===== src/design/int_pipe_pkg.sv =====
// Shared widths and encodings for the RV32I integer ALU pipeline
`default_nettype none

package int_pipe_pkg;

  //////////////////////////////
  // Widths
  //////////////////////////////

  // Data path width
  localparam int XLEN = 32;

  // Register index width, always 5 bits in the encoding
  localparam int REG_ADDR_W = 5;

  // Instruction word width
  localparam int INSTR_W = 32;

  //////////////////////////////
  // Major opcodes
  //////////////////////////////

  // Only the two ALU classes are decoded
  // Everything else falls to illegal
  typedef enum logic [6:0] {
    OPCODE_OP     = 7'h33,
    OPCODE_OP_IMM = 7'h13
  } opcode_e;

  //////////////////////////////
  // ALU operations
  //////////////////////////////

  // One code per operation, shared by R-type and I-type forms
  // Compares return 0 or 1 in bit 0
  typedef enum logic [3:0] {
    // Arithmetic
    ALU_ADD  = 4'd0,
    ALU_SUB  = 4'd1,
    // Shifts, amount from operand b bits 4:0
    ALU_SLL  = 4'd2,
    ALU_SRL  = 4'd3,
    ALU_SRA  = 4'd4,
    // Set less than, signed and unsigned
    ALU_SLT  = 4'd5,
    ALU_SLTU = 4'd6,
    // Bitwise logic
    ALU_XOR  = 4'd7,
    ALU_OR   = 4'd8,
    ALU_AND  = 4'd9
  } alu_op_e;

endpackage

`default_nettype wire


===== src/design/register_file.sv =====
// General-purpose register file, two read ports and one write port, x0 reads zero
`timescale 1ns/1ps
`default_nettype none

module register_file import int_pipe_pkg::*; #(
  parameter int NUM_REGS = 32
) (
  input  logic                  clk_i,
  input  logic                  rst_i,
  // Read ports, combinational
  input  logic [REG_ADDR_W-1:0] raddr_a_i,
  input  logic [REG_ADDR_W-1:0] raddr_b_i,
  output logic [XLEN-1:0]       rdata_a_o,
  output logic [XLEN-1:0]       rdata_b_o,
  // Write port
  input  logic                  we_i,
  input  logic [REG_ADDR_W-1:0] waddr_i,
  input  logic [XLEN-1:0]       wdata_i
);

  // One past the highest implemented index
  localparam logic [REG_ADDR_W:0] REG_LIMIT = (REG_ADDR_W+1)'(NUM_REGS);

  // No storage for x0
  logic [XLEN-1:0] regs_q [1:NUM_REGS-1];

  // x0 and unimplemented indexes read zero
  function automatic logic [XLEN-1:0] read_reg(input logic [REG_ADDR_W-1:0] addr);
    logic [XLEN-1:0] data;
    data = '0;
    if ((addr != '0) && ({1'b0, addr} < REG_LIMIT)) begin
      data = regs_q[addr];
    end
    return data;
  endfunction

  assign rdata_a_o = read_reg(raddr_a_i);
  assign rdata_b_o = read_reg(raddr_b_i);

  // Single write port, x0 writes dropped
  always_ff @(posedge clk_i) begin
    if (rst_i) begin
      for (int i = 1; i < NUM_REGS; i++) begin
        regs_q[i] <= '0;
      end
    end else if (we_i && (waddr_i != '0) && ({1'b0, waddr_i} < REG_LIMIT)) begin
      regs_q[waddr_i] <= wdata_i;
    end
  end

endmodule

`default_nettype wire


===== src/design/id_decode.sv =====
// Decode stage for RV32I OP and OP-IMM with register read, forwarding and ID/EX register
`timescale 1ns/1ps
`default_nettype none

module id_decode import int_pipe_pkg::*; #(
  parameter int NUM_REGS = 32
) (
  input  logic                  clk_i,
  input  logic                  rst_i,
  // Instruction port
  input  logic                  instr_valid_i,
  input  logic [INSTR_W-1:0]    instr_i,
  output logic                  instr_ready_o,
  // Register file read
  output logic [REG_ADDR_W-1:0] rf_raddr_a_o,
  output logic [REG_ADDR_W-1:0] rf_raddr_b_o,
  input  logic [XLEN-1:0]       rf_rdata_a_i,
  input  logic [XLEN-1:0]       rf_rdata_b_i,
  // EX/WB slot forwarding
  input  logic                  ex_fwd_valid_i,
  input  logic [REG_ADDR_W-1:0] ex_fwd_rd_i,
  input  logic [XLEN-1:0]       ex_fwd_data_i,
  // Register write forwarding
  input  logic                  wb_fwd_valid_i,
  input  logic [REG_ADDR_W-1:0] wb_fwd_rd_i,
  input  logic [XLEN-1:0]       wb_fwd_data_i,
  // To execute stage
  output logic                  id_valid_o,
  input  logic                  ex_ready_i,
  output alu_op_e               id_alu_op_o,
  output logic [XLEN-1:0]       id_opa_o,
  output logic [XLEN-1:0]       id_opb_o,
  output logic [REG_ADDR_W-1:0] id_rd_o,
  output logic                  id_illegal_o
);

  localparam logic [REG_ADDR_W:0] REG_LIMIT = (REG_ADDR_W+1)'(NUM_REGS);

  //////////////////////////////
  // Field extraction
  //////////////////////////////

  opcode_e               opcode;
  logic [2:0]            funct3;
  logic [6:0]            funct7;
  logic [REG_ADDR_W-1:0] rd;
  logic [REG_ADDR_W-1:0] rs1;
  logic [REG_ADDR_W-1:0] rs2;
  logic [XLEN-1:0]       imm_i;

  assign opcode = opcode_e'(instr_i[6:0]);
  assign rd     = instr_i[11:7];
  assign funct3 = instr_i[14:12];
  assign rs1    = instr_i[19:15];
  assign rs2    = instr_i[24:20];
  assign funct7 = instr_i[31:25];
  // I-immediate, sign-extended
  assign imm_i  = {{(XLEN-12){instr_i[31]}}, instr_i[31:20]};

  //////////////////////////////
  // Decoder
  //////////////////////////////

  alu_op_e alu_op;
  logic    use_imm;
  logic    bad_enc;
  logic    bad_reg;

  always_comb begin
    alu_op  = ALU_ADD;
    use_imm = 1'b0;
    bad_enc = 1'b0;
    case (opcode)
      OPCODE_OP: begin
        // funct7 selects SUB and SRA
        case ({funct7, funct3})
          {7'h00, 3'b000}: alu_op = ALU_ADD;
          {7'h20, 3'b000}: alu_op = ALU_SUB;
          {7'h00, 3'b001}: alu_op = ALU_SLL;
          {7'h00, 3'b010}: alu_op = ALU_SLT;
          {7'h00, 3'b011}: alu_op = ALU_SLTU;
          {7'h00, 3'b100}: alu_op = ALU_XOR;
          {7'h00, 3'b101}: alu_op = ALU_SRL;
          {7'h20, 3'b101}: alu_op = ALU_SRA;
          {7'h00, 3'b110}: alu_op = ALU_OR;
          {7'h00, 3'b111}: alu_op = ALU_AND;
          default:         bad_enc = 1'b1;
        endcase
      end
      OPCODE_OP_IMM: begin
        use_imm = 1'b1;
        case (funct3)
          3'b000: alu_op = ALU_ADD;
          3'b010: alu_op = ALU_SLT;
          3'b011: alu_op = ALU_SLTU;
          3'b100: alu_op = ALU_XOR;
          3'b110: alu_op = ALU_OR;
          3'b111: alu_op = ALU_AND;
          // Shift-immediates keep funct7 in the upper imm bits
          3'b001: begin
            alu_op  = ALU_SLL;
            bad_enc = (funct7 != 7'h00);
          end
          default: begin
            alu_op  = (funct7 == 7'h20) ? ALU_SRA : ALU_SRL;
            bad_enc = (funct7 != 7'h00) && (funct7 != 7'h20);
          end
        endcase
      end
      default: bad_enc = 1'b1;
    endcase
  end

  // Index range check, rs2 only when read
  assign bad_reg = ({1'b0, rd} >= REG_LIMIT) || ({1'b0, rs1} >= REG_LIMIT) ||
                   (!use_imm && ({1'b0, rs2} >= REG_LIMIT));

  //////////////////////////////
  // Operand read
  //////////////////////////////

  logic [XLEN-1:0] src_a;
  logic [XLEN-1:0] src_b;

  assign rf_raddr_a_o = rs1;
  assign rf_raddr_b_o = rs2;

  // Write landing this edge is not yet visible in the file
  assign src_a = (wb_fwd_valid_i && (wb_fwd_rd_i == rs1) && (rs1 != '0)) ?
                 wb_fwd_data_i : rf_rdata_a_i;
  assign src_b = (wb_fwd_valid_i && (wb_fwd_rd_i == rs2) && (rs2 != '0)) ?
                 wb_fwd_data_i : rf_rdata_b_i;

  //////////////////////////////
  // ID/EX register
  //////////////////////////////

  logic                  id_valid_q;
  logic                  id_free;
  alu_op_e               alu_op_q;
  logic [XLEN-1:0]       opa_q;
  logic [XLEN-1:0]       opb_q;
  logic [REG_ADDR_W-1:0] rd_q;
  logic [REG_ADDR_W-1:0] rs1_q;
  logic [REG_ADDR_W-1:0] rs2_q;
  logic                  illegal_q;

  // Slot empty or draining this cycle
  assign id_free       = !id_valid_q || ex_ready_i;
  assign instr_ready_o = !rst_i && id_free;

  always_ff @(posedge clk_i) begin
    if (rst_i) begin
      id_valid_q <= 1'b0;
    end else if (id_free) begin
      id_valid_q <= instr_valid_i;
    end
  end

  // Payload only on accept
  always_ff @(posedge clk_i) begin
    if (instr_valid_i && instr_ready_o) begin
      alu_op_q  <= alu_op;
      opa_q     <= src_a;
      opb_q     <= use_imm ? imm_i : src_b;
      rd_q      <= rd;
      rs1_q     <= rs1;
      // x0 never matches, so immediates skip forwarding
      rs2_q     <= use_imm ? '0 : rs2;
      illegal_q <= bad_enc || bad_reg;
    end
  end

  // EX/WB slot is the youngest writer while this slot waits
  assign id_opa_o = (ex_fwd_valid_i && (ex_fwd_rd_i == rs1_q) && (rs1_q != '0)) ?
                    ex_fwd_data_i : opa_q;
  assign id_opb_o = (ex_fwd_valid_i && (ex_fwd_rd_i == rs2_q) && (rs2_q != '0)) ?
                    ex_fwd_data_i : opb_q;

  assign id_valid_o   = id_valid_q;
  assign id_alu_op_o  = alu_op_q;
  assign id_rd_o      = rd_q;
  assign id_illegal_o = illegal_q;

endmodule

`default_nettype wire


===== src/design/ex_alu.sv =====
// Execute stage with the integer ALU and the EX/WB register
`timescale 1ns/1ps
`default_nettype none

module ex_alu import int_pipe_pkg::*; (
  input  logic                  clk_i,
  input  logic                  rst_i,
  // From decode
  input  logic                  id_valid_i,
  output logic                  ex_ready_o,
  input  alu_op_e               id_alu_op_i,
  input  logic [XLEN-1:0]       id_opa_i,
  input  logic [XLEN-1:0]       id_opb_i,
  input  logic [REG_ADDR_W-1:0] id_rd_i,
  input  logic                  id_illegal_i,
  // To result stage, also the EX forwarding source
  output logic                  ex_valid_o,
  input  logic                  wb_ready_i,
  output logic [REG_ADDR_W-1:0] ex_rd_o,
  output logic [XLEN-1:0]       ex_data_o,
  output logic                  ex_illegal_o
);

  //////////////////////////////
  // ALU
  //////////////////////////////

  logic [4:0]      shamt;
  logic [XLEN-1:0] alu_res;
  logic [XLEN-1:0] res_d;

  // RV32I shift amount
  assign shamt = id_opb_i[4:0];

  always_comb begin
    case (id_alu_op_i)
      ALU_ADD:  alu_res = id_opa_i + id_opb_i;
      ALU_SUB:  alu_res = id_opa_i - id_opb_i;
      ALU_SLL:  alu_res = id_opa_i << shamt;
      ALU_SRL:  alu_res = id_opa_i >> shamt;
      // Arithmetic shift keeps the sign bit
      ALU_SRA:  alu_res = $unsigned($signed(id_opa_i) >>> shamt);
      ALU_SLT:  alu_res = {{(XLEN-1){1'b0}}, $signed(id_opa_i) < $signed(id_opb_i)};
      ALU_SLTU: alu_res = {{(XLEN-1){1'b0}}, id_opa_i < id_opb_i};
      ALU_XOR:  alu_res = id_opa_i ^ id_opb_i;
      ALU_OR:   alu_res = id_opa_i | id_opb_i;
      ALU_AND:  alu_res = id_opa_i & id_opb_i;
      default:  alu_res = '0;
    endcase
  end

  // Illegal instructions report zero
  assign res_d = id_illegal_i ? '0 : alu_res;

  //////////////////////////////
  // EX/WB register
  //////////////////////////////

  logic                  ex_valid_q;
  logic [REG_ADDR_W-1:0] rd_q;
  logic [XLEN-1:0]       data_q;
  logic                  illegal_q;

  // Accept when empty or when the result leaves
  assign ex_ready_o = !ex_valid_q || wb_ready_i;

  always_ff @(posedge clk_i) begin
    if (rst_i) begin
      ex_valid_q <= 1'b0;
    end else if (ex_ready_o) begin
      ex_valid_q <= id_valid_i;
    end
  end

  always_ff @(posedge clk_i) begin
    if (id_valid_i && ex_ready_o) begin
      rd_q      <= id_rd_i;
      data_q    <= res_d;
      illegal_q <= id_illegal_i;
    end
  end

  assign ex_valid_o   = ex_valid_q;
  assign ex_rd_o      = rd_q;
  assign ex_data_o    = data_q;
  assign ex_illegal_o = illegal_q;

endmodule

`default_nettype wire


===== src/design/wb_result.sv =====
// Result stage, presents the EX/WB slot on the result port and writes the register file
`timescale 1ns/1ps
`default_nettype none

module wb_result import int_pipe_pkg::*; (
  // From execute
  input  logic                  ex_valid_i,
  output logic                  wb_ready_o,
  input  logic [REG_ADDR_W-1:0] ex_rd_i,
  input  logic [XLEN-1:0]       ex_data_i,
  input  logic                  ex_illegal_i,
  // Result port
  output logic                  res_valid_o,
  input  logic                  res_ready_i,
  output logic [REG_ADDR_W-1:0] res_rd_o,
  output logic [XLEN-1:0]       res_data_o,
  output logic                  res_illegal_o,
  // Register file write
  output logic                  rf_we_o,
  output logic [REG_ADDR_W-1:0] rf_waddr_o,
  output logic [XLEN-1:0]       rf_wdata_o
);

  logic res_accept;

  //////////////////////////////
  // Result handshake
  //////////////////////////////

  // Slot contents go straight out
  assign res_valid_o   = ex_valid_i;
  assign res_rd_o      = ex_rd_i;
  assign res_data_o    = ex_data_i;
  assign res_illegal_o = ex_illegal_i;

  // Empty slot never blocks execute
  assign wb_ready_o = res_ready_i || !ex_valid_i;

  assign res_accept = ex_valid_i && res_ready_i;

  //////////////////////////////
  // Register write
  //////////////////////////////

  // Commit on the accepting edge only
  // Illegal and x0 destinations write nothing
  assign rf_we_o    = res_accept && !ex_illegal_i && (ex_rd_i != '0);
  assign rf_waddr_o = ex_rd_i;
  assign rf_wdata_o = ex_data_i;

endmodule

`default_nettype wire


===== src/design/int_pipe_core.sv =====
// Top level of the RV32I ALU pipeline, connects decode, execute, result and register file
`timescale 1ns/1ps
`default_nettype none

module int_pipe_core import int_pipe_pkg::*; #(
  parameter int NUM_REGS = 32
) (
  input  logic                  clk_i,
  input  logic                  rst_i,
  // Instruction port
  input  logic                  instr_valid_i,
  input  logic [INSTR_W-1:0]    instr_i,
  output logic                  instr_ready_o,
  // Result port
  output logic                  res_valid_o,
  input  logic                  res_ready_i,
  output logic [REG_ADDR_W-1:0] res_rd_o,
  output logic [XLEN-1:0]       res_data_o,
  output logic                  res_illegal_o
);

  // Decode to execute
  logic                  id_valid;
  logic                  ex_ready;
  alu_op_e               id_alu_op;
  logic [XLEN-1:0]       id_opa;
  logic [XLEN-1:0]       id_opb;
  logic [REG_ADDR_W-1:0] id_rd;
  logic                  id_illegal;

  // Execute to result
  logic                  ex_valid;
  logic                  wb_ready;
  logic [REG_ADDR_W-1:0] ex_rd;
  logic [XLEN-1:0]       ex_data;
  logic                  ex_illegal;
  logic                  ex_fwd_valid;

  // Register file
  logic                  rf_we;
  logic [REG_ADDR_W-1:0] rf_waddr;
  logic [XLEN-1:0]       rf_wdata;
  logic [REG_ADDR_W-1:0] rf_raddr_a;
  logic [REG_ADDR_W-1:0] rf_raddr_b;
  logic [XLEN-1:0]       rf_rdata_a;
  logic [XLEN-1:0]       rf_rdata_b;

  // Illegal slot holds no writer
  assign ex_fwd_valid = ex_valid && !ex_illegal;

  //////////////////////////////
  // Decode stage
  //////////////////////////////

  id_decode #(
    .NUM_REGS       ( NUM_REGS      )
  ) id_decode_i (
    .clk_i          ( clk_i         ),
    .rst_i          ( rst_i         ),
    .instr_valid_i  ( instr_valid_i ),
    .instr_i        ( instr_i       ),
    .instr_ready_o  ( instr_ready_o ),
    .rf_raddr_a_o   ( rf_raddr_a    ),
    .rf_raddr_b_o   ( rf_raddr_b    ),
    .rf_rdata_a_i   ( rf_rdata_a    ),
    .rf_rdata_b_i   ( rf_rdata_b    ),
    .ex_fwd_valid_i ( ex_fwd_valid  ),
    .ex_fwd_rd_i    ( ex_rd         ),
    .ex_fwd_data_i  ( ex_data       ),
    .wb_fwd_valid_i ( rf_we         ), // write port doubles as WB bypass
    .wb_fwd_rd_i    ( rf_waddr      ),
    .wb_fwd_data_i  ( rf_wdata      ),
    .id_valid_o     ( id_valid      ),
    .ex_ready_i     ( ex_ready      ),
    .id_alu_op_o    ( id_alu_op     ),
    .id_opa_o       ( id_opa        ),
    .id_opb_o       ( id_opb        ),
    .id_rd_o        ( id_rd         ),
    .id_illegal_o   ( id_illegal    )
  );

  //////////////////////////////
  // Execute stage
  //////////////////////////////

  ex_alu ex_alu_i (
    .clk_i        ( clk_i      ),
    .rst_i        ( rst_i      ),
    .id_valid_i   ( id_valid   ),
    .ex_ready_o   ( ex_ready   ),
    .id_alu_op_i  ( id_alu_op  ),
    .id_opa_i     ( id_opa     ),
    .id_opb_i     ( id_opb     ),
    .id_rd_i      ( id_rd      ),
    .id_illegal_i ( id_illegal ),
    .ex_valid_o   ( ex_valid   ),
    .wb_ready_i   ( wb_ready   ),
    .ex_rd_o      ( ex_rd      ),
    .ex_data_o    ( ex_data    ),
    .ex_illegal_o ( ex_illegal )
  );

  //////////////////////////////
  // Result stage
  //////////////////////////////

  wb_result wb_result_i (
    .ex_valid_i    ( ex_valid      ),
    .wb_ready_o    ( wb_ready      ),
    .ex_rd_i       ( ex_rd         ),
    .ex_data_i     ( ex_data       ),
    .ex_illegal_i  ( ex_illegal    ),
    .res_valid_o   ( res_valid_o   ),
    .res_ready_i   ( res_ready_i   ),
    .res_rd_o      ( res_rd_o      ),
    .res_data_o    ( res_data_o    ),
    .res_illegal_o ( res_illegal_o ),
    .rf_we_o       ( rf_we         ),
    .rf_waddr_o    ( rf_waddr      ),
    .rf_wdata_o    ( rf_wdata      )
  );

  //////////////////////////////
  // Register file
  //////////////////////////////

  register_file #(
    .NUM_REGS  ( NUM_REGS   )
  ) register_file_i (
    .clk_i     ( clk_i      ),
    .rst_i     ( rst_i      ),
    .raddr_a_i ( rf_raddr_a ),
    .raddr_b_i ( rf_raddr_b ),
    .rdata_a_o ( rf_rdata_a ),
    .rdata_b_o ( rf_rdata_b ),
    .we_i      ( rf_we      ),
    .waddr_i   ( rf_waddr   ),
    .wdata_i   ( rf_wdata   )
  );

endmodule

`default_nettype wire


===== config.mk =====
export PLATFORM = sky130hd
export DESIGN_NAME = int_pipe_core
export DESIGN_NICKNAME = d
export VERILOG_FILES = /design/src/design/int_pipe_pkg.sv /design/src/design/register_file.sv /design/src/design/id_decode.sv /design/src/design/ex_alu.sv /design/src/design/wb_result.sv /design/src/design/int_pipe_core.sv
export SDC_FILE = /design/constraint.sdc
export NUM_CORES = 2
export LEC_CHECK = 0
export BUFFER_PORTS_ARGS = -buffer_cell sky130_fd_sc_hd__buf_2
export CORE_MARGIN = 1
export CORE_UTILIZATION = 41
export DETAILED_ROUTE_END_ITERATION = 7
export GPL_ROUTABILITY_DRIVEN = 1
export PLACE_DENSITY = 0.61
export SLEW_MARGIN = 15
export SYNTH_ARGS = -nofsm -noshare
export SYNTH_HDL_FRONTEND = slang
export SYNTH_HIERARCHICAL = 1
export SYNTH_SLANG_ARGS = --single-unit

===== constraint.sdc =====
create_clock -name clk_i -period 6.5 [get_ports clk_i]
set_clock_uncertainty 0.2 [all_clocks]
set_input_delay 0.975 -clock clk_i [delete_from_list [all_inputs] [get_ports clk_i]]
set_output_delay 0.975 -clock clk_i [all_outputs]
set_load 0.02 [all_outputs]

---- Word-level counts from Yosys, hierarchy flattened ----
Memories as Yosys holds them, arrays and structs flattened.
Cells that the tools add are included.
storage, ports and cells
  bits in read-only memories .............. 0
  bits in latches ......................... 0
  register bits after elaboration ......... 124
  output and inout bits ................... 40
  memories ................................ 1
  input bits .............................. 36
  bits in writable memories ............... 992
memories
  name                    depth  width  rd ports  clocked after memory_dff  write ports  RTL line             RTL
  register_file_i.regs_q  31     32     2         0                         31           register_file.sv:25  logic [XLEN-1:0] regs_q [1:NUM_REGS-1];
operators by class
  multiply operators ...................... 0
  bitwise operators ....................... 3
  add/subtract/negate cells ............... 2
  equality and inequality tests ........... 32
  reductions and logical operators ........ 36
  shifts and indexed selects .............. 3
  $lt $le $gt $ge ......................... 2
  div/mod/pow operators ................... 0
  multiplexer cells ....................... 24
operators with widths
  cell                                                   number
  one-hot mux 32 bit (10 select lines)                   1
  2-to-1 mux 32 bit                                      8
  less-than comparator 32 bit                            2
  equality test 10 x 3 -> 1 bit (second input constant)  4
  one-hot mux 4 bit (9 select lines)                     1
  adder 32 bit                                           1
  AND 32 bit                                             1
  OR 32 bit                                              1
  OR reduction 32 bit                                    1
  << shifter 32 x 5 -> 32 bit                            1
  right shift 32 x 5 -> 32 bit                           1
  >>> shifter 32 x 5 -> 32 bit                           1
  subtractor 32 bit                                      1
  bitwise XOR 32 bit                                     1
  one-hot mux 4 bit (7 select lines)                     1
  nonzero test 5 bit                                     5
  equality test 10 x 2 -> 1 bit (second input constant)  2
  equality test 10 x 9 -> 1 bit (second input constant)  2
  equality test 5 bit                                    4
  logical AND 1 bit                                      17
  equality test 4 x 3 -> 1 bit (second input constant)   4
  equality test 7 x 6 -> 1 bit (second input constant)   2
  equality test 10 x 1 -> 1 bit (second input constant)  1
  zero test 10 bit                                       1
  20 further kinds                                       38

---- Logic depth before layout (Yosys ltp) ----
  depth in word-level cells ............... 9
  depth in mapped cells ................... 22

---- Modules after synthesis ----
Netlist, hierarchy kept.
by module, submodules not included
  module         area each (um2)  instances  cells an instance  seq. area each (um2)
  register_file  54631.1          1          3765               30749.5
  ex_alu         9942.0           1          1325               1161.1
  id_decode      5343.9           1          457                2542.4
  wb_result      598.1            1          81                 0.0
  int_pipe_core  13.8             1          1                  0.0

---- Worst setup path before layout ----
OpenSTA, ideal clock, no wires.
  path kind ............................... reg2reg
  start ................................... reg ex_alu_i.rd_q[4], in the netlist ex_alu_i/ex_rd_o[4]
  end ..................................... reg ex_alu_i.data_q[29], in the netlist ex_alu_i/ex_data_o[29] (data pin)
  data arrival time ....................... 5227 ps
  cell stages (with the launch flop) ...... 23
  path buffers ............................ 6
  required time ........................... 6148 ps
  slack ................................... 921 ps
  path through ............................ edfxtp_1 -> or2_2 -> o21ai_0 -> and4_1 -> clkbuf_1 -> buf_4 -> mux2_1 -> inv_2 -> buf_2 -> buf_2 -> buf_1 -> ha_1 -> buf_2 -> o211ai_1 -> o211ai_1 -> a211oi_2 -> o21a_1 -> o31ai_1 -> a31oi_1 -> nor3_1 -> o41ai_1 -> mux2_2 -> a31oi_1
on the way
  word-level cells in the longest chain between the ends .. 6
ends and longest elaborated chain
  what                                             RTL line             RTL
  start, declared                                  ex_alu.sv:60         logic [REG_ADDR_W-1:0] rd_q;
  start signal, assigned                           ex_alu.sv:77         rd_q <= id_rd_i;
  equality test 5 bit *                            id_decode.sv:177     assign id_opb_o = (ex_fwd_valid_i && (ex_fwd_rd_i == rs2_q) && (rs2_q != '0)) ?
  logical AND 1 bit * (2 in a row)                 id_decode.sv:177
  2-to-1 mux 32 bit *                              id_decode.sv:177
  net id_opb[2]                                    int_pipe_core.sv:27  logic [XLEN-1:0] id_opb;
  subtractor 32 bit, or another cell as far along  ex_alu.sv:38         ALU_SUB: alu_res = id_opa_i - id_opb_i;
  one-hot mux 32 bit (10 select lines) *           ex_alu.sv:36         case (id_alu_op_i)
  end signal, assigned                             ex_alu.sv:78         data_q <= res_d;
  end, declared                                    ex_alu.sv:61         logic [XLEN-1:0] data_q;
The timed path passes the listed nets; every way through them passes the cells marked *.
A chain may end at the register's enable or synchronous reset.

---- Final worst setup path ----
  start ................................... reg ex_alu_i.rd_q[1], in the netlist ex_alu_i/ex_rd_o[1]
  end ..................................... reg ex_alu_i.data_q[25], in the netlist ex_alu_i/ex_data_o[25] (data pin)
The elaborated chain is that of the path after synthesis.

==> qor.tcl <==
set qor(outcome) {finished with violations}
set qor(violated_checks) {DRC}
set qor(ir_worst_vdd_v) 0.000244
set qor(min_path_type) {input pin to register}
set qor(worstPathCellList) {xor2_1, nor3_1, and4_1, mux2_2, inv_1, ha_1, a211oi_1, o211ai_1, a211oi_2, o21a_1, o31ai_1, a31oi_1, mux2i_1, nor2_1, a2111oi_1, a21oi_1}
set qor(cts.root.buffer_cell) {sky130_fd_sc_hd__clkbuf_16}
set qor(max_slew.worst_pin.slew_ns) 1.35
set qor(globalRouteMet1Util_pct) 39.6
set qor(route.final.wire_length_mm) 267
set qor(synth_xor_area_share_pct) 0.373
set qor(critical_path.max_fanout) 12
set qor(post-route-drc-count) 2
set qor(endpoint_kind) {register}
set qor(grt-ovfl-total) 0
set qor(num_vias) 50700
set qor(arrival_ns) 6.56
set qor(yosys-mux-area-fraction_pct) 20.3
set qor(timing_worst_setup_path_type) {register to register}
set qor(die_area_um2) 174000
set qor(yosys.area_share.simple_pct) 14.1
set qor(drt-vias-per-instance) 6.51
set qor(route.detailed.wl_per_inst_um) 34.3
set qor(grt_use_met3_pct) 6.21
set qor(cts_hold_buffers) 0
set qor(layout.cells.most_common_list) {sky130_fd_sc_hd__edfxtp_1 (1,146), sky130_fd_sc_hd__and2_1 (1,004), sky130_fd_sc_hd__mux4_2 (386), sky130_fd_sc_hd__mux2i_1 (366), sky130_fd_sc_hd__buf_4 (214)}
set qor(synth_enable_flop_cells) 1146
set qor(cts-root-to-sink-buffers) 3
set qor(post_cts_resize_count) 0
set qor(drt_iter0_markers) 6841
set qor(grt_busiest_layer) {met2}
set qor(finalHoldViolCount) 0
set qor(synth_adder_area_share_pct) 1.78
set qor(seq_total_area_yosys_pct) 48.8
set qor(setup-violations-final) 0
set qor(grt_first_pass_wirelength_mm) 371
set qor(worst_slack_ns) 0.257
set qor(cp_top_family) {compound AO/OA/AOI/OAI gates}
set qor(setup_repair_after_global_routing_missed_its_margin) {no}
set qor(worst_setup_hold_path_clk_slew_ns) 0.07
set qor(grt_antenna_before_repair) 16
set qor(initial_utilization_pct) 41.5
set qor(dieWidth_um) 417
set qor(timing.critical_path.buf_inv) 1
set qor(setup.worst_path.start_class) {register}
set qor(numCtsBuffers) 121
set qor(final-max-slew-violation-count) 0
set qor(number_of_global_route_vias_before_repair) 47700
set qor(proportion_of_layout_cells_with_a_drive_suffix_above_1_pct) 20.6
set qor(post_synth_instance_area_um2) 70500
set qor(rows) 151
set qor(synth_top_family_by_area) {multiplexers}
set qor(ys_dominant_reg_cell) {sky130_fd_sc_hd__edfxtp_1}
set qor(cp_slowest_cell) {sky130_fd_sc_hd__and4_1}
set qor(cts_tree) {yes}
set qor(gp_congestion) 0.994
set qor(async_reset_ff_share_pct) 0
set qor(yosysWarnings) 6
set qor(postRouteAntennaNets) 0
set qor(place_hpwl_mm) 174
set qor(cellLeakagePower_uw) 0.0282
set qor(buffer_ports.inserted) 75
set qor(io-pin-count) 76
set qor(period_share_pct) 96.0
set qor(worstSkewPairLatency_ns) 0.81
set qor(post_synth.cell_area_avg_um2) 12.5
set qor(powerDensity_nw_per_um2) 241
set qor(grt_max_degree) 96
set qor(die_height_um) 417
set qor(clock.fmax_mhz) 160
set qor(pre_cts_slack_ns) 0.433
set qor(critPathMaxStageDelay_ns) 0.82
set qor(power.total_uw) 18600
set qor(setup_total_negative_slack_ns) 0
set qor(global_route.usage.total_pct) 30.0
set qor(compound_gate_portion_of_the_synthesized_area_pct) 9.55
set qor(post_synthesis_cell_type_count) 93
set qor(grtUsageMet2_pct) 45.8
set qor(final_core_utilization_pct) 45.2
set qor(postSynthRegisterBits) 1148
set qor(core_um2) 170000
set qor(timing.final.crit_period_ns) 6.24
set qor(drtPass1Iterations) 8
set qor(layout_overhead_on_the_synthesized_area_pct) 8.96
set qor(cts_setup_buffers) 0
set qor(h_tree_levels) 3
set qor(final_common_cell) {sky130_fd_sc_hd__edfxtp_1}
set qor(max_slew_margin_pct) 9.89
set qor(final_net_count) 5581
set qor(max-cap-violations) 0
set qor(syn_inst) 5629
set qor(clock_sinks) 1148
set qor(critPathRequiredTime_ns) 6.82
state kept, by name (all words and copies together) (netlist names):
signal                    flops
register_file_i/regs_q     1024
ex_alu_i/ex_data_o           32
id_decode_i/opa_q            32
id_decode_i/opb_q            32
ex_alu_i/ex_rd_o              5
id_decode_i/id_rd_o           5
id_decode_i/rs1_q             5
id_decode_i/rs2_q             5
id_decode_i/id_alu_op_o       4
ex_alu_i/ex_illegal_o         1
ex_alu_i/ex_valid_o           1
id_decode_i/id_illegal_o      1
id_decode_i/id_valid_o        1
metal layers:
layer,vias to the layer above,routed length (um)
li1,21000,-
met1,25900,103000
met2,3184,118000
met3,580,28000
met4,14,18400
met5,-,106
cells in the mapped netlist, drive strengths merged (10+ instances only):
cell type,count,area (um2)
xor2,13,114
o31ai,48,360
nand2,125,469
o21ai,152,761
a21o,13,97.6
nor2b,66,420
a31oi,48,315
a22o,56,490
nor2,215,807
or2,45,282
edfxtp,1146,34400
a211o,11,96.3
a211oi,85,653
a221oi,14,129
nand2b,20,125
mux2,137,1540
nor3,59,295
buf,249,1740
nor4,48,300
or3,11,68.8
inv,94,353
a2111oi,59,558
mux2i,366,3660
and3,45,282
clkbuf,388,1470
ha,97,1210
and2,1007,6300
or4,10,82.6
mux4,402,9110
o22ai,74,463
o211ai,16,120
nand3,28,140
o21bai,11,82.6
a21oi,216,1090
a22oi,123,923
xnor2,17,149
logic make-up (layout without fill, tap and decap cells):
| group | Yosys count | in the layout |
|---|---|---|
| simple gates | 1721 | 1721 |
| flops | 1148 | 1148 |
| mux | 905 | 905 |
| compound gates | 991 | 991 |
| buf+inv | 734 | 626 |
| fa+ha+maj | 99 | 99 |
| xor+xnor | 30 | 30 |
| other cells | 1 | 47 |
where the power goes:
part           leakage [uW]  total [uW]  switching (uW)  internal, uW
Clock               0.00197        7200            3120          4080
Sequential           0.0117        8600             181          8420
Combinational        0.0145        2760            1800           962
worst paths after layout:
kind	start	end	slack, ns	cells after the start
setup / recovery	ex_alu_i/ex_rd_o[1]	ex_alu_i/ex_data_o[25]	0.26	16
hold / removal	instr_i[9]	id_decode_i/id_rd_o[2]	0.18	1
setup reg to reg	ex_alu_i/ex_rd_o[1]	ex_alu_i/ex_data_o[25]	0.26	16
hold reg to reg	id_decode_i/id_rd_o[1]	ex_alu_i/ex_rd_o[1]	0.23	0
final cells by class:
| cell class | instances | area (um2) |
|---|---|---|
| clock buffers | 144 | 3180 |
| flip-flops and latches | 1148 | 34500 |
| repair buffers | 300 | 2260 |
| multi-input cells | 3778 | 32900 |
| inverters | 97 | 364 |
| well taps | 2218 | 2780 |
| clock inverters | 85 | 850 |
| diodes | 15 | 37.5 |
| fillers | 15200 | 93200 |
through the flow:
stage,instances,cell area [um2],hold slack [ns]
2_1_floorplan,5660,70600,0.200
3_3_place_gp,7541,72800,0.213
3_5_place_dp,7541,72800,0.206
4_1_cts,7770,76800,0.136
5_1_grt,7771,76800,0.169
6_report,7785,76800,0.179
Power figures use the tool's default switching activity.
